<file path="config.mk">
export PLATFORM = sky130hd
export DESIGN_NAME = wb_stage
export DESIGN_NICKNAME = d
export VERILOG_FILES = /design/src/hdl/lsu_pkg.sv /design/src/hdl/wb_stage.sv
export SDC_FILE = /design/constraint.sdc
export NUM_CORES = 1
export LEC_CHECK = 0
export BUFFER_PORTS_ARGS = -buffer_cell sky130_fd_sc_hd__buf_2
export CAP_MARGIN = 20
export CORE_ASPECT_RATIO = 0.75
export CORE_MARGIN = 3
export CORE_UTILIZATION = 50
export CTS_BUF_LIST = sky130_fd_sc_hd__clkbuf_16
export CTS_CLUSTER_SIZE = 24
export DETAILED_ROUTE_END_ITERATION = 10
export GPL_TIMING_DRIVEN = 0
export PLACE_DENSITY = 0.72
export SLEW_MARGIN = 20
export SYNTH_ARGS = -nofsm -noshare
export SYNTH_HDL_FRONTEND = slang
export SYNTH_SLANG_ARGS = --single-unit
export TNS_END_PERCENT = 1
</file>
<file path="constraint.sdc">
create_clock -name clk -period 13.5 [get_ports clk]
set_input_delay 4.05 -clock clk [delete_from_list [all_inputs] [get_ports clk]]
set_output_delay 4.05 -clock clk [all_outputs]
set_load 0.01 [all_outputs]
</file>
<file path="src/hdl/lsu_pkg.sv">
/* Shared types and constants for the memory-access stage, data memory and writeback.
   Every block refers to these through lsu_pkg:: scoped names. */
package lsu_pkg;

    // memory and register file sizes
    localparam int MEM_WORDS = 256;
    localparam int MEM_AW    = 8;
    localparam int REG_NUM   = 32;

    // memory-stage FSM encodings
    localparam logic [1:0] ST_WAIT_OP = 2'd0;
    localparam logic [1:0] ST_ACCESS  = 2'd1;
    localparam logic [1:0] ST_WAIT_WB = 2'd2;

    typedef enum logic [2:0] {
        LOAD_NONE = 3'd0,
        LOAD_LB   = 3'd1,
        LOAD_LH   = 3'd2,
        LOAD_LW   = 3'd3,
        LOAD_LBU  = 3'd4,
        LOAD_LHU  = 3'd5
    } load_type_e;

    typedef enum logic [1:0] {
        STORE_NONE = 2'd0,
        STORE_SB   = 2'd1,
        STORE_SH   = 2'd2,
        STORE_SW   = 2'd3
    } store_type_e;

    // one memory word, viewed by lane or whole
    typedef union packed {
        logic [3:0][7:0]  lane8;
        logic [1:0][15:0] lane16;
        logic [31:0]      word;
    } mem_word_u;

    // operation handed over by execute
    typedef struct packed {
        logic [31:0] addr;
        load_type_e  load_type;
        store_type_e store_type;
        logic [4:0]  rs2;
        logic [4:0]  rd;
        logic        wd;
    } lsu_op_s;

    typedef struct packed {
        logic [4:0]  rd;
        logic        wd;
        logic [31:0] data;
    } wb_req_s;

    typedef struct packed {
        logic [4:0]  rd;
        logic [31:0] data;
    } commit_s;

endpackage
</file>
<file path="src/hdl/wb_stage.sv">
/* Writeback: register file with an asynchronous store-data read port,
   written on each accepted request, and a one-cycle commit report. */
`timescale 1ns/1ps

module wb_stage (
    input  logic               clk,
    input  logic               rst,
    input  lsu_pkg::wb_req_s   wb_req_i,
    input  logic               wb_valid_i,
    output logic               wb_ready_o,
    input  logic [4:0]         rs2_addr_i,
    output logic [31:0]        rs2_data_o,
    output lsu_pkg::commit_s   commit_o,
    output logic               commit_valid_o
);

    logic [31:0]      regs [lsu_pkg::REG_NUM];
    lsu_pkg::commit_s commit_q;
    logic             commit_valid_q;
    logic             xfer;
    logic             do_write;

    // busy for the cycle the commit is reported
    assign wb_ready_o = !commit_valid_q;
    assign xfer       = wb_valid_i && wb_ready_o;
    assign do_write   = xfer && wb_req_i.wd && (wb_req_i.rd != 5'd0);

    // x0 is hardwired to zero
    assign rs2_data_o = (rs2_addr_i == 5'd0) ? 32'h0 : regs[rs2_addr_i];

    always_ff @(posedge clk) begin
        if (rst) begin
            for (int i = 0; i < lsu_pkg::REG_NUM; i++) begin
                regs[i] <= 32'h0;
            end
        end else if (do_write) begin
            regs[wb_req_i.rd] <= wb_req_i.data;
        end
    end

    always_ff @(posedge clk) begin
        if (rst) begin
            commit_valid_q <= 1'b0;
        end else begin
            commit_valid_q <= do_write;
        end
    end

    always_ff @(posedge clk) begin
        if (do_write) begin
            commit_q.rd   <= wb_req_i.rd;
            commit_q.data <= wb_req_i.data;
        end
    end

    assign commit_o       = commit_q;
    assign commit_valid_o = commit_valid_q;

endmodule

</file>
Yosys cells after proc, flatten, opt, wreduce, memory -nomap -nowiden
Memory sizes are Yosys's and may differ from the RTL's.
Index checks and enable logic that the tools add are counted.
{"block": "word_totals", "n_memories": 1, "input_bits": 46, "output_inout_bits": 71, "word_cells": 20, "mem_bits_rw": 1024, "reg_bits": 38}
{"name": "regs", "depth": 32, "word_bits": 32, "read_ports": 1, "rd_clocked_by_memory_dff": 0, "write_ports": 32, "line_no": "wb_stage.sv:17", "source": "logic [31:0] regs [lsu_pkg::REG_NUM];"}
{"block": "op_classes", "n_reduce_logical": 7, "muxes": 9}
{"op": "$mux W32", "count": 2}
{"op": "$reduce_or A32 Y1", "count": 1}
{"op": "$mux W1", "count": 6}
{"op": "$logic_not A5 Y1", "count": 1}
{"op": "$mux W5", "count": 1}
{"op": "$reduce_bool A5 Y1", "count": 1}
{"op": "$logic_and A1 B1 Y1", "count": 3}
{"op": "$logic_not A1 Y1", "count": 1}

Depth between registers and ports, before layout
{"block": "logic_depth", "word_depth": 9, "mapped_depth": 7}

Worst setup path before layout
No wires, ideal clock.
{"block": "synth_path", "path_type": "input to output", "startpoint": "input port rs2_addr_i[0]", "endpoint": "output port rs2_data_o[15]", "path_slack_ns": 4.083, "arrival_time_ns": 5.367, "t_required_ns": 9.450, "stages": 7, "cell_sequence": "buf_4 inv_2 buf_6 buf_2 nor2_1 a22oi_1 a311oi_1"}
{"block": "synth_via", "elab_chain_len": 2, "elab_cells_between_ends": 3, "classes_between": "1 x mux; 1 x reduce/logical; 1 x memory"}
{"element": "start: declaration", "line_no": "wb_stage.sv:11", "source": "input logic [4:0] rs2_addr_i,"}
{"element": "$mem_v2 Z32 W32 or $logic_not A5 Y1 (tied branches)"}
{"element": "$mux W32 *", "line_no": "wb_stage.sv:29", "source": "assign rs2_data_o = (rs2_addr_i == 5'd0) ? 32'h0 : regs[rs2_addr_i];"}
{"element": "end: declaration", "line_no": "wb_stage.sv:12", "source": "output logic [31:0] rs2_data_o,"}
Mark *: on every way between the ends. The rest lies on a longest branch, timed or not.

Final worst setup path
{"block": "layout_path", "startpoint": "input port rs2_addr_i[3]", "endpoint": "output port rs2_data_o[13]"}
The elaborated chain is that of the path after synthesis.

==> impl_metrics.yaml <==
clock_network:
  clk_latency_ns: 0.67
  cts-root-buf: "clkbuf_16"
  h-tree-depth: 3
  postCtsSetupBuffers: 0
  cts_made_buffers: 99
  cts_resized: 0
  cts_buffer_depth: 3
  postCtsHoldBufs: 0
  clkSinkCount: 1062
  clkTransAtPathRegs_ns: 0.06
  cts_tree: "yes"
power_and_ir_drop:
  p_seq_share_pct: 52.2
  p_int_uw: 5600
  p_per_area_nw_per_um2: 136
  netSwitchingFraction_pct: 22.8
  p_comb_share_pct: 7.6
  leakage_uw: 0.0194
  clkPwrFrac_pct: 40.2
  vdd_drop_max_v: 0.0000980
  p_sw_uw: 1660
timing:
  slew_headroom_pct: 12.5
  post-route-min-period_ns: 11.67
  skew_ns: 0.0172
  grt_setup_unrepaired: "no"
  finalSetupViolations: 0
  max_freq_ghz: 0.0857
  tns_ns: 0
  hold_viol: 0
  tightest_slew_ns: 1.30
  drv_slew: 0
  holdWs_ns: 0.730
  min_period_over_period_pct: 86.4
yosys:
  syn_area_um2: 47900
  netlist.area_leader.share_pct: 66.5
  ys_top_cells_by_area: "edfxtp_1, and2_1, mux4_2"
  yosysTopAreaCell: "edfxtp_1"
  yosysWarningCount: 0
  synth_edf_count: 1061
  synthArstFlopShare_pct: 0
  ys_seq_area_share_pct: 66.6
  synth_top_flop_cell: "edfxtp_1"
  synth_cells: 2995
  synth.distinct_cells: 44
  syn_avg_cell_area_um2: 16.0
  ys_seq_elements: 1062
cells_and_area:
  final_cells: 4566
  area_growth_pct: 11.7
  final_cell_mix: "edfxtp_1, and2_1, mux4_2"
  final_nets: 3290
  fin_area_um2: 53500
  layout_commonest_cell: "edfxtp_1"
  fin_util_pct: 56.8
  drive_gt1_share_pct: 19.5
critical_path:
  reg2reg_to: "regs[23][27]"
  cp_max_fo: 10
  r2r_slack_ns: 10.32
  endpoint_kind: "primary output"
  critical_path_arrival_ns: 7.62
  startpoint: "rs2_addr_i[3]"
  worstSetupPathType: "in2out"
  cp-start-kind: "input port"
  cp_data_required_time_ns: 9.45
  r2r_cells: 4
  worstReg2RegStart: "commit_valid_o"
  crit_end: "rs2_data_o[13]"
grt:
  overflow: 0
  antenna_found_initial: 3
  grt_max_degree: 33
  grt_pass1_wl_mm: 194
  first_global_vias: 27100
  track_usage_pct: 27.7
floorplanning:
  die_x_um: 363
  die_h_um: 274
  dieArea_um2: 99600
  coreArea_um2: 94200
  start_util_pct: 50.8
  rows: 97
  pin_count: 117
route:
  drc: 0
  dr_total_vias: 27800
  first_pass_iters: 5
  first_iter_violations: 3693
  route.final.wire_length_mm: 138
  wl_per_cell_um: 30.3
  postRouteAntennaNets: 0
  vias_per_cell: 6.09
outcome:
  outcome: "complete, no violations"
place:
  portBuffers: 112
  placed_cells: 4380
  place.gp.congestion: 0.870
  dpl.hpwl_mm: 94.7
  placed_area_um2: 50200
flow_run:
  cap_violations: 0
worst_hold_path:
  hold_path_class: "reg2reg"
per-layer routing:
layer | track usage [%] | vias to the layer above | part of all wire, % | routed length [um]
met5 | 0 | - | 0 | 0
met4 | 8.95 | 0 | 3.3 | 4580
met3 | 8.96 | 235 | 13 | 18600
met2 | 38.5 | 1810 | 42 | 57800
met1 | 41.3 | 14200 | 41 | 57300
li1 | - | 11600 | - | -
cells by family after synthesis:
logic type,share of synthesized area (%)
compound gates,2.76
buf+inv,3.09
other cells,0.00783
mux,12.9
simple gates,14.7
flops,66.6
power groups by stage:
stage | sequential [uW] | combinational (uW) | clock (uW)
5_1_grt | 3800 | 570 | 3030
2_1_floorplan | 3850 | 308 | 0
3_3_place_gp | 3860 | 530 | 0
4_1_cts | 3790 | 540 | 2910
3_5_place_dp | 3860 | 538 | 0
6_report | 3790 | 549 | 2920
per-stage QoR:
stage | power, uW | setup WS (ns)
3_5_place_dp | 4400 | 2.18
5_1_grt | 7400 | 1.94
6_report | 7260 | 1.83
2_1_floorplan | 4150 | 4.08
4_1_cts | 7240 | 2.16
3_3_place_gp | 4390 | 2.15
state kept, by name (all words and copies together), names as in the netlist:
| signal | cells |
|---|---|
| regs | 1024 |
| commit_o | 37 |
| commit_valid_o | 1 |
critical path, cell delays in order:
cell and delay (ns):
buf_2 0.18, clkbuf_1 0.62, nor2b_1 0.21, clkbuf_1 0.59, buf_2 0.45, a22oi_1 0.14, a311oi_1 1.06, buf_2 0.31
area by class of cell:
| class | count | area (um2) |
|---|---|---|
| fillers | 7290 | 40700 |
| flip-flops and latches | 1062 | 31900 |
| multi-input cells | 1667 | 14700 |
| clock buffers | 101 | 2530 |
| well taps | 1237 | 1550 |
| plain buffers | 295 | 1480 |
| clock inverters | 83 | 779 |
| repair buffers | 117 | 606 |
| inverters | 2 | 7.51 |
| diodes | 2 | 5.00 |
cell usage after synthesis (all sizes together), types with 2 or more instances:
cell	instances
mux2i	64
or2	32
a311oi	32
a221oi	24
edfxtp	1061
clkbuf	218
inv	2
mux2	32
nand3	2
a22oi	32
buf	77
nor2	37
nand2	20
and2	993
nand3b	5
o2111ai	8
a211oi	32
nor2b	34
nor3	2
o21ai	56
mux4	224
worst min path at each step:
stage,start,endpoint,cells after the start
2_1_floorplan,commit_valid_o,commit_valid_o,1
6_report,commit_valid_o,commit_valid_o,1
3_3_place_gp,commit_valid_o,commit_valid_o,1
5_1_grt,commit_valid_o,commit_valid_o,1
4_1_cts,commit_valid_o,commit_valid_o,1
3_5_place_dp,commit_valid_o,commit_valid_o,1
Power figures use the tool's default switching activity.
