[src/hdl/lsu_pkg.sv]
/* Shared types and constants for the memory-access stage, data memory and writeback.
   Every block refers to these through lsu_pkg:: scoped names. */
package lsu_pkg;

    // memory and register file sizes
    localparam int MEM_WORDS = 256;
    localparam int MEM_AW    = 8;
    localparam int REG_NUM   = 32;

    // memory-stage FSM encodings
    localparam logic [1:0] ST_WAIT_OP = 2'd0;
    localparam logic [1:0] ST_ACCESS  = 2'd1;
    localparam logic [1:0] ST_WAIT_WB = 2'd2;

    typedef enum logic [2:0] {
        LOAD_NONE = 3'd0,
        LOAD_LB   = 3'd1,
        LOAD_LH   = 3'd2,
        LOAD_LW   = 3'd3,
        LOAD_LBU  = 3'd4,
        LOAD_LHU  = 3'd5
    } load_type_e;

    typedef enum logic [1:0] {
        STORE_NONE = 2'd0,
        STORE_SB   = 2'd1,
        STORE_SH   = 2'd2,
        STORE_SW   = 2'd3
    } store_type_e;

    // one memory word, viewed by lane or whole
    typedef union packed {
        logic [3:0][7:0]  lane8;
        logic [1:0][15:0] lane16;
        logic [31:0]      word;
    } mem_word_u;

    // operation handed over by execute
    typedef struct packed {
        logic [31:0] addr;
        load_type_e  load_type;
        store_type_e store_type;
        logic [4:0]  rs2;
        logic [4:0]  rd;
        logic        wd;
    } lsu_op_s;

    typedef struct packed {
        logic [4:0]  rd;
        logic        wd;
        logic [31:0] data;
    } wb_req_s;

    typedef struct packed {
        logic [4:0]  rd;
        logic [31:0] data;
    } commit_s;

endpackage
[src/hdl/lsu_stage.sv]
/* Memory-access stage: takes one operation from execute, drives the data memory,
   extracts load lanes and hands the result to writeback over valid/ready. */
`timescale 1ns/1ps

module lsu_stage (
    input  logic                          clk,
    input  logic                          rst,
    input  lsu_pkg::lsu_op_s              op_i,
    input  logic                          op_valid_i,
    output logic                          op_ready_o,
    output logic [4:0]                    rs2_addr_o,
    input  logic [31:0]                   rs2_data_i,
    output logic                          mem_en_o,
    output logic [3:0]                    mem_we_o,
    output logic [lsu_pkg::MEM_AW-1:0]    mem_addr_o,
    output lsu_pkg::mem_word_u            mem_wdata_o,
    input  lsu_pkg::mem_word_u            mem_rdata_i,
    output lsu_pkg::wb_req_s              wb_req_o,
    output logic                          wb_valid_o,
    input  logic                          wb_ready_i
);

    logic [1:0]       state_q;
    logic             issued_q;
    lsu_pkg::lsu_op_s op_q;
    lsu_pkg::wb_req_s wb_req_q;
    logic             wb_valid_q;

    logic             accept;
    logic             is_load;
    logic             is_store;
    logic             first_cycle;
    logic [1:0]       lane;
    logic [3:0]       store_mask;
    logic [7:0]       byte_sel;
    logic [15:0]      half_sel;
    logic [31:0]      result;

    // writeback still reporting a commit also holds off the next operation
    assign op_ready_o  = (state_q == lsu_pkg::ST_WAIT_OP) && wb_ready_i;
    assign accept      = op_valid_i && op_ready_o;

    assign is_load     = op_q.load_type != lsu_pkg::LOAD_NONE;
    assign is_store    = op_q.store_type != lsu_pkg::STORE_NONE;
    assign first_cycle = (state_q == lsu_pkg::ST_ACCESS) && !issued_q;
    assign lane        = op_q.addr[1:0];

    assign rs2_addr_o  = op_q.rs2;
    assign mem_addr_o  = op_q.addr[lsu_pkg::MEM_AW+1:2];
    assign mem_en_o    = first_cycle && is_load;
    assign mem_we_o    = first_cycle ? store_mask : 4'b0000;

    // byte mask and lane placement of the store data
    always_comb begin
        store_mask       = 4'b0000;
        mem_wdata_o.word = 32'h0;
        case (op_q.store_type)
            lsu_pkg::STORE_SB: begin
                store_mask              = 4'b0001 << lane;
                mem_wdata_o.lane8[lane] = rs2_data_i[7:0];
            end
            lsu_pkg::STORE_SH: begin
                store_mask                  = 4'b0011 << {lane[1], 1'b0};
                mem_wdata_o.lane16[lane[1]] = rs2_data_i[15:0];
            end
            lsu_pkg::STORE_SW: begin
                store_mask       = 4'b1111;
                mem_wdata_o.word = rs2_data_i;
            end
            default: begin
                store_mask = 4'b0000;
            end
        endcase
    end

    assign byte_sel = mem_rdata_i.lane8[lane];
    assign half_sel = mem_rdata_i.lane16[lane[1]];

    // lane extraction, address pass-through when nothing is loaded
    always_comb begin
        case (op_q.load_type)
            lsu_pkg::LOAD_LB:  result = {{24{byte_sel[7]}}, byte_sel};
            lsu_pkg::LOAD_LH:  result = {{16{half_sel[15]}}, half_sel};
            lsu_pkg::LOAD_LW:  result = mem_rdata_i.word;
            lsu_pkg::LOAD_LBU: result = {24'h0, byte_sel};
            lsu_pkg::LOAD_LHU: result = {16'h0, half_sel};
            default:           result = op_q.addr;
        endcase
    end

    always_ff @(posedge clk) begin
        if (rst) begin
            state_q    <= lsu_pkg::ST_WAIT_OP;
            issued_q   <= 1'b0;
            wb_valid_q <= 1'b0;
        end else begin
            case (state_q)
                lsu_pkg::ST_WAIT_OP: begin
                    if (accept) begin
                        state_q  <= lsu_pkg::ST_ACCESS;
                        issued_q <= 1'b0;
                    end
                end
                lsu_pkg::ST_ACCESS: begin
                    // second cycle sees the read data
                    if (!issued_q) begin
                        issued_q <= 1'b1;
                    end else begin
                        state_q    <= lsu_pkg::ST_WAIT_WB;
                        wb_valid_q <= 1'b1;
                    end
                end
                lsu_pkg::ST_WAIT_WB: begin
                    if (wb_ready_i) begin
                        state_q    <= lsu_pkg::ST_WAIT_OP;
                        wb_valid_q <= 1'b0;
                    end
                end
                default: begin
                    state_q <= lsu_pkg::ST_WAIT_OP;
                end
            endcase
        end
    end

    always_ff @(posedge clk) begin
        if (accept) begin
            op_q <= op_i;
        end
        if ((state_q == lsu_pkg::ST_ACCESS) && issued_q) begin
            wb_req_q.rd   <= op_q.rd;
            // stores never write a register
            wb_req_q.wd   <= op_q.wd && !is_store;
            wb_req_q.data <= result;
        end
    end

    assign wb_req_o   = wb_req_q;
    assign wb_valid_o = wb_valid_q;

endmodule

[config.mk]
export PLATFORM = sky130hd
export DESIGN_NAME = lsu_stage
export DESIGN_NICKNAME = d
export VERILOG_FILES = /design/src/hdl/lsu_pkg.sv /design/src/hdl/lsu_stage.sv
export SDC_FILE = /design/constraint.sdc
export NUM_CORES = 1
export LEC_CHECK = 0
export BUFFER_PORTS_ARGS = -buffer_cell sky130_fd_sc_hd__clkbuf_2
export CORE_MARGIN = 2
export CORE_UTILIZATION = 51
export DETAILED_ROUTE_END_ITERATION = 10
export GPL_TIMING_DRIVEN = 0
export PLACE_DENSITY = 0.94
export SLEW_MARGIN = 20
export SYNTH_ARGS = -nofsm -noshare
export SYNTH_HDL_FRONTEND = slang
export SYNTH_SLANG_ARGS = --single-unit
[constraint.sdc]
create_clock -name clk -period 7.1 [get_ports clk]
set_clock_uncertainty 0.15 [all_clocks]
set_input_delay 0 -clock clk [delete_from_list [all_inputs] [get_ports clk]]
set_output_delay 0 -clock clk [all_outputs]
set_load 0.1 [all_outputs]
# Yosys cells after proc, flatten, opt, wreduce, memory -nomap -nowiden
# Index checks and enable logic that the tools add are counted.
# word_totals
inputBits,116
elab_cells,72
output_inout_bits,90
regBits,90
# op_classes
shifts,2
eq_ne,13
n_bitwise,2
muxes,21
reduce_logical,18
order_cmp,4
# ops
operator,count
32-bit case mux with 5 select lines,1
32-bit case mux with 3 select lines,1
32-bit bitwise AND,2
16-bit 2-to-1 mux,3
8-bit binary-select mux with 2-bit select,1
16-bit demux with 1-bit select,1
8-bit demux with 2-bit select,1
8-bit 2-to-1 mux,2
4-bit case mux with 3 select lines,1
1-bit logical AND,8
2-bit equality test (second input constant),3
3-bit by 2-bit equality test with 1-bit output (second input constant),2
3-bit equality test (second input constant),2
2-bit 2-to-1 mux,3
2-bit != test (second input constant),3
2-bit case mux with 3 select lines,1
3-bit AND reduction,2
2-bit nonzero test,3
2-bit by 1-bit equality test with 1-bit output (second input constant),2
4-bit 2-to-1 mux,1
1-bit case mux with 2 select lines,2
1-bit by 2-bit left shift with 4-bit output (first input constant),1
2-bit by 2-bit left shift with 4-bit output (first input constant),1
3-bit by 1-bit equality test with 1-bit output (second input constant),1
9 further kinds,12

# Depth between registers and ports, before layout
# Gate-level depths: netlist of the first run.
# logic_depth
depth_word,6
mapped_depth,8
mapped_depth_nobuf,4

# Worst setup path before layout of the first run
# No wires, ideal clock.
# synth_path
kind,register -> register
start,reg state_q[0]
end,reg op_q (netlist bit lane[0]) (enable)
synth_period_minus_slack_ns,4.335
stages_incl_launch_ff,2
t_required_ns,6.437
path_buffers,0
t_arrival_ns,3.672
setup_slack_ns,2.765
setup_ns,0.513
cell_sequence,dfxtp_1 -> nor3_1
# synth_between
elab_chain_len,3
# synth_rtl
element,line,rtl
"start, declared",lsu_stage.sv:23,logic [1:0] state_q;
"start signal, assigned",lsu_stage.sv:93,state_q <= lsu_pkg::ST_WAIT_OP;
"start signal, assigned",lsu_stage.sv:100,state_q <= lsu_pkg::ST_ACCESS;
"start signal, assigned",lsu_stage.sv:109,state_q <= lsu_pkg::ST_WAIT_WB;
2-bit zero test,lsu_stage.sv:40,assign op_ready_o = (state_q == lsu_pkg::ST_WAIT_OP) && wb_ready_i;
1-bit logical AND,lsu_stage.sv:40,
1-bit logical AND,lsu_stage.sv:41,assign accept = op_valid_i && op_ready_o;
net accept,lsu_stage.sv:29,logic accept;
"end signal, assigned",lsu_stage.sv:128,op_q <= op_i;
"end, declared",lsu_stage.sv:25,lsu_pkg::lsu_op_s op_q;
# The timed path passes the listed nets, and every way through them passes these cells.
# A chain may end at the register's enable or synchronous reset.

# Final worst setup path of the first run
# layout_path
start,reg op_q[14] (netlist name)
end,reg wb_req_q (netlist bit wb_req_o[5]) (data pin)
# layout_between
elab_chain_len,2
word_cells_on_any_way,6
cone_classes,eq/ne (5); mux (1)
# layout_rtl
element,line,rtl
"3-bit equality test, or another cell as far along",lsu_stage.sv:81,case (op_q.load_type)
32-bit case mux with 5 select lines *,lsu_stage.sv:81,
net result[5],lsu_stage.sv:37,logic [31:0] result;
"end, declared",lsu_stage.sv:26,lsu_pkg::wb_req_s wb_req_q;
# Mark *: on every way through the listed nets, which the timed path passes. The rest lies on a longest branch.

==> results_dict.tcl, run 1 <==
set metrics [dict create \
    clk_pin_slew_ps 100 \
    synth_area_leaders "edfxtp_1 59%, nand2_1 4.3%, mux4_2 4.1%, a21oi_1 3.9%, a22o_1 3.2%" \
    cp.arrival_ps 3080 \
    drive_gt1_share_pct 38.1 \
    multiInputGateArea_sq_mm 0.00148 \
    fin_area_sq_mm 0.00672 \
    drtIter0Drc 716 \
    synth-compound-area-share_pct 15.5 \
    cts_buffer_depth 2 \
    p_sw_share_pct 36.6 \
    cts_tree "yes" \
    synth.cell_area_sq_mm 0.00441 \
    antenna_found_initial 0 \
    grt_max_degree 29 \
    first_pass_iters 6 \
    dp_hpwl_microns 9820 \
    outcome "complete, no violations" \
    port_buffers 205 \
    nNetsFinal 799 \
    power.leakage_nw 2.93 \
    power_frac_clock_pct 27.6 \
    synthAdderAreaFrac_pct 0 \
    grt_overflow 0 \
    yosys_most_used_dff "edfxtp_1" \
    p_per_area_mw_per_mm2 202 \
    synthArstFlopShare_pct 0 \
    grt_use_total_pct 37.3 \
    finalSetupViolCount 0 \
    rsz0062_at_grt "no" \
    synth_top_family_by_area "compound AO/OA/AOI/OAI gates" \
    place_congestion 0.953 \
    cts_sinks 90 \
    drcViolationCount 0 \
    p_int_uw 860 \
    place_area_sq_mm 0.00563 \
    dr_total_vias 4809 \
    start_util_pct 53.1 \
    synth_seq_cells 90 \
    die_width_microns 97.0 \
    cp-end-kind "register" \
    htreeDepth 3 \
    max-slew-margin-rel_pct 50.2 \
    fp.coreArea_sq_mm 0.00830 \
    required_ps 7070 \
    n_antenna_cell 0 \
    regArea_sq_mm 0.00266 \
    vdd_drop_max_mv 0.193 \
    dieArea_sq_mm 0.00940 \
    yosysUniqueCellTypes 40 \
    grt_pass1_vias 4926 \
    fin_crit_ps 3120 \
    fmax_mhz 321 \
    hold_path.class "primary input to register" \
    p_switching_uw 496 \
    synth_nets 488 \
    synth_xor_area_share_pct 0.199 \
    instances_no_fill 793 \
    p_comb_share_pct 27.2 \
    finalHoldViolations 0 \
    yosysTopAreaCellShare_pct 58.6 \
    dpl.cell_count 688 \
    die_h_microns 97.0 \
    wl_per_cell_microns 22.1 \
    synth_edf_count 86 \
    tns_ps 0 \
    worstSetupStartpointType "register" \
    ys_seq_area_share_pct 60.4 \
    synth-simple-area-share_pct 12.7 \
    synth_mux_area_share_pct 5.03 \
    ctsRootBufferMaster "clkbuf_8" \
    finalCritPeriodShare_pct 43.9 \
    routed_wl_microns 17500 \
    crit_type "register to register" \
    cts_resized 0 \
    ant_nets 0 \
    viasPerCell 6.06 \
    yosys.area.top_type "edfxtp_1" \
    worst_hold_slack_ps 153 \
    cp_max_fo 10 \
    row_count 33 \
    drv_cap 0 \
    synth_cells 372 \
    boundaryPins 206 \
    fill_cells 446 \
    drv_slew 0 \
    timing.final.ws_setup_ps 3980 \
    clock_latency_ps 380 \
    synth.avg_cell_area_sq_um 11.8 \
    tightest_slew_ps 747 \
    area_growth_pct 52.6 \
    ys_warn_count 0 \
    cts_made_buffers 9 \
    preCtsSetupSlack_ps 4630 \
    seq_power_share_pct 45.3 \
    grt_pass1_wl_microns 26800 \
    cts_setup_buffers 0 \
]
==> layer usage <==
metal | vias up | global-route usage (%) | routed length [microns] | share of wire [%]
li1 | 2013 | - | - | -
met1 | 2216 | 41.9 | 5590 | 32
met2 | 447 | 65.0 | 8850 | 51
met3 | 133 | 7.08 | 1630 | 9.3
met4 | 0 | 23.5 | 1410 | 8.1
met5 | - | 0 | 0 | 0
==> registers in the layout, summed over array words and instances, names as in the netlist <==
name        count
issued_q        1
lane            2
mem_addr_o      8
op_q           33
rs2_addr_o      5
state_q         2
wb_req_o       38
wb_valid_o      1
==> layout make-up <==
type                            count  area share [%]
Clock inverter                      7            1.19
Tap cell                          105            1.95
Sequential cell                    90            39.6
Clock buffer                        9            1.84
Inverter                           11           0.614
Buffer                             40            3.44
Multi-Input combinational cell    231            22.0
Timing Repair Buffer              300            29.4
==> synth_stat cells (2+ instances only) <==
master and number:
edfxtp_1 86, buf_6 3, nor2b_1 15, nor2_1 34, dfxtp_1 4, a222oi_1 13, o21a_1 2, buf_2 4
and2_1 2, nor3_1 6, nor3b_1 5, a21oi_1 34, mux4_2 8, clkbuf_1 17, o21ai_0 13, a22oi_1 9
nand2b_1 4, buf_4 14, a21o_1 2, inv_1 11, a22o_1 16, mux2i_1 3, nand2_1 50
==> cell families (layout without fill, tap and decap cells) <==
logic type                Yosys count  in the layout
and+or+nand+nor                   121            121
AOI/OAI and AO/OA                  97             97
DFF                                90             90
buffers and inverters              51            367
muxes                              12             12
xor gates and xnor gates            1              1
==> metrics by stage <==
step,power [mW],util (%)
CTS,1.32,81.0
detailed placement,0.932,67.8
finish,1.36,81.0
global placement,0.923,67.0
global route,1.39,81.0
floorplan,0.850,-
==> power groups by stage <==
stage,registers (mW),clock network (mW),logic [mW]
6_report,0.614,0.374,0.368
5_1_grt,0.615,0.390,0.382
4_1_cts,0.612,0.354,0.352
3_5_place_dp,0.623,0,0.309
3_3_place_gp,0.625,0,0.298
2_1_floorplan,0.647,0,0.203
==> worst paths after layout <==
check / start / endpoint / slack (ps) / depth (start not counted)
worst max-delay path: op_q[14] / wb_req_o[5] / 3980 / 7
worst min-delay path: mem_rdata_i[7] / wb_req_o[7] / 150 / 4
worst max register to register: op_q[14] / wb_req_o[5] / 3980 / 7
worst min register to register: op_q[5] / wb_req_o[37] / 300 / 0
==> critical path, cell delays in order (launching register included) <==
cell and delay [ps]:
edfxtp_1 480, clkbuf_1 470, nand4b_1 200, o21ai_0 220, clkbuf_1 320, a222oi_1 370, nand2_1 100, dlygate4sd3_1 570
==> layout by cell type, fill, tap and decap left out, drive strengths merged, types with 5 or more instances in the layout <==
| cell | count |
|---|---|
| a222oi | 13 |
| a21oi | 35 |
| clkbuf | 232 |
| nor2b | 15 |
| a22o | 16 |
| mux4 | 8 |
| a22oi | 9 |
| nor3b | 5 |
| nor2 | 34 |
| inv | 15 |
| nand2 | 50 |
| edfxtp | 86 |
| dlygate4sd3 | 89 |
| buf | 28 |
| nor3 | 6 |
| o21ai | 13 |
==> timing repair <==
item / 4_1_cts / 5_1_grt
endpoints found under the hold margin: 88 / 0
hold buffers: 89 / 0
setup endpoints to repair: 0 / 0
(Power assumes the default switching activity.)
==> run 2, diff against run 1 <==
ABC_AREA = 1   (was unset)
CORE_UTILIZATION = 43   (was 51)
PLACE_DENSITY = 0.85   (was 0.94)
clock period = 2.8 ns   (was 7.1 ns; I/O delays follow)
==> results_dict.tcl, run 2 <==
set metrics [dict create \
    outcome "complete, no violations" \
    nNetsFinal 915 \
    die_width_microns 107 \
    synth_seq_cells 90 \
    grt_overflow 0 \
    synth.most_common_cell "nand2_1" \
    power.leakage_nw 3.23 \
    largest_reg_flops 38 \
    first_pass_iters 8 \
    hold_path.class "primary input to register" \
    worstSetupStartpointType "register" \
    synth_area_leaders "edfxtp_1 56%, nand2_1 10%, nand3_1 6.3%, a21oi_1 5.0%, inv_1 3.6%" \
    dr_total_vias 4831 \
    path_buf_inv 4 \
    synth_edf_count 86 \
    cts_sinks 90 \
    cp-end-kind "output port" \
    top_usage_layer "met2" \
    cts_buffer_depth 2 \
    power.total_mw 3.32 \
    ys_warn_count 0 \
    yosys.area.top_type "edfxtp_1" \
    cts_tree "yes" \
    cp.depth 7 \
    cp.arrival_ps 2230 \
    synth_cells 495 \
    vdd_drop_max_mv 0.390 \
    grt_pass1_vias 4694 \
    crit_type "register to output port" \
    r2r_cells 6 \
    critPathSlowestCell "clkbuf_2" \
    row_count 37 \
    grt_use_total_pct 27.2 \
    timing.final.ws_setup_ps 422 \
    ctsRootBufferMaster "clkbuf_8" \
    place_congestion 0.946 \
    ys_seq_area_share_pct 58.1 \
    required_ps 2650 \
    drv_cap 0 \
    antenna_found_initial 0 \
    area_growth_pct 50.1 \
    cp_max_fo 10 \
    worst_hold_slack_ps 196 \
    clk_pin_slew_ps 90 \
    yosysUniqueCellTypes 31 \
    dieArea_sq_mm 0.0115 \
    wl_per_cell_microns 16.3 \
    start_util_pct 44.4 \
    p_per_area_mw_per_mm2 483 \
    hold_depth 2 \
    synthArstFlopShare_pct 0 \
    final_cell_mix "205 x clkbuf_2, 124 x nand2_1, 87 x dlygate4sd3_1" \
    synth.cell_area_sq_mm 0.00458 \
    synthTopCellsByCount "124 x nand2_1, 86 x edfxtp_1, 58 x nand3_1, 46 x a21oi_1, 44 x inv_1" \
    port_buffers 205 \
    fp.coreArea_sq_mm 0.0103 \
    die_h_microns 107 \
    drcViolationCount 0 \
    layout_commonest_cell "clkbuf_2" \
    drv_slew 0 \
    drive_gt1_share_pct 33.3 \
    dp_hpwl_microns 10200 \
    viasPerCell 5.14 \
    regArea_sq_mm 0.00266 \
    clock_latency_ps 360 \
    globalRouteMet1Util_pct 35.0 \
    grtUsageMet3_pct 6.38 \
    critPathMaxStageDelay_ps 500 \
    fmax_mhz 421 \
    multiInputGateArea_sq_mm 0.00152 \
    grt_use_met2_pct 44.6 \
    grt_pass1_wl_microns 23900 \
    finalSetupViolCount 0 \
    n_antenna_cell 0 \
    finalCritPeriodShare_pct 84.9 \
    grt_max_degree 49 \
    preCtsSetupSlack_ps 556 \
    fill_cells 826 \
    yosys_most_used_dff "edfxtp_1" \
    boundaryPins 206 \
    htreeDepth 3 \
    fin_crit_ps 2380 \
    finalHoldViolations 0 \
    max-slew-margin-rel_pct 29.5 \
    routed_wl_microns 15300 \
    tightest_slew_ps 1050 \
    cpLargestDelayFamily "buffers and inverters" \
    ant_nets 0 \
    path_cells "buf_4 > inv_2 > nand3_2 > inv_1 > a21oi_2 > o21ai_0 > clkbuf_2" \
    fin_util_pct 66.6 \
    rsz0062_at_grt "no" \
    synth.avg_cell_area_sq_um 9.26 \
    cts_made_buffers 9 \
    synth_nets 611 \
    yosysTopAreaCellShare_pct 56.3 \
    drtIter0Drc 398 \
]
[run 2: changes by cell type after synthesis, moves of 14 or more]
cell and delta:
nand2_1 +74, inv_1 +33, clkbuf_1 -14, a22o_1 -16, nor2b_1 -15, nand3_1 +58
[run 2: worst register-to-register path: stages, from the launching register on]
cell	delay, ps
edfxtp_1	480
inv_2	100
nand3_1	330
nand2_4	160
a22oi_1	180
nand3_1	120
dlygate4sd3_1	560
[run 2: metal layers]
layer / vias up / share of wire [%] / routed length [microns]
met3: 63 / 8.9 / 1370
met4: 0 / 4.3 / 653
met1: 2184 / 39 / 5990
li1: 2290 / - / -
met2: 294 / 48 / 7330
met5: - / 0 / 0
[run 2: area by class of cell]
type / instances / share of cell area [%]
inverters: 50 / 2.78
clock inverters: 6 / 0.982
multi-input cells: 322 / 22.1
plain buffers: 33 / 3.26
well taps: 136 / 2.47
clock buffers: 10 / 1.85
flip-flops and latches: 90 / 38.7
repair buffers: 293 / 27.9
[run 2: metrics by stage]
step | setup TNS, ps | instances | area (sq um)
global route | 0 | 940 | 6880
global placement | 0 | 836 | 5790
finish | 0 | 940 | 6880
detailed placement | 0 | 837 | 5810
floorplan | -3050 | 495 | 4600
CTS | 0 | 940 | 6880
[run 2: logic make-up after synthesis]
family                 count (synthesis)  share of synthesized area, %
AO/OA/AOI/OAI                         83                          10.1
buffers and inverters                 83                          8.98
flip-flops                            90                          58.1
AND/OR/NAND/NOR                      239                          22.8
[run 2: power by group]
| group | total, mW | internal (mW) | switching [mW] | leakage, nW |
|---|---|---|---|---|
| Clock | 0.888 | 0.418 | 0.470 | 0.0998 |
| Sequential | 1.55 | 1.53 | 0.0195 | 0.825 |
| Combinational | 0.880 | 0.262 | 0.618 | 2.31 |
[run 2: worst paths after layout]
path	startpoint	end	slack, ps
min reg2reg	op_q[1]	wb_req_o[33]	280
max reg2reg	op_q[14]	wb_req_o[2]	490
max	op_q[11]	mem_wdata_o[21]	420
min	op_i[2]	op_q[2]	200
[run 2: repair_timing]
item                                    in CTS  in global routing
resized for setup                            0                  0
setup buffers                                0                  0
hold endpoints to repair                    84                  0
hold buffers                                87                  0
endpoints found under the setup margin       0                  0
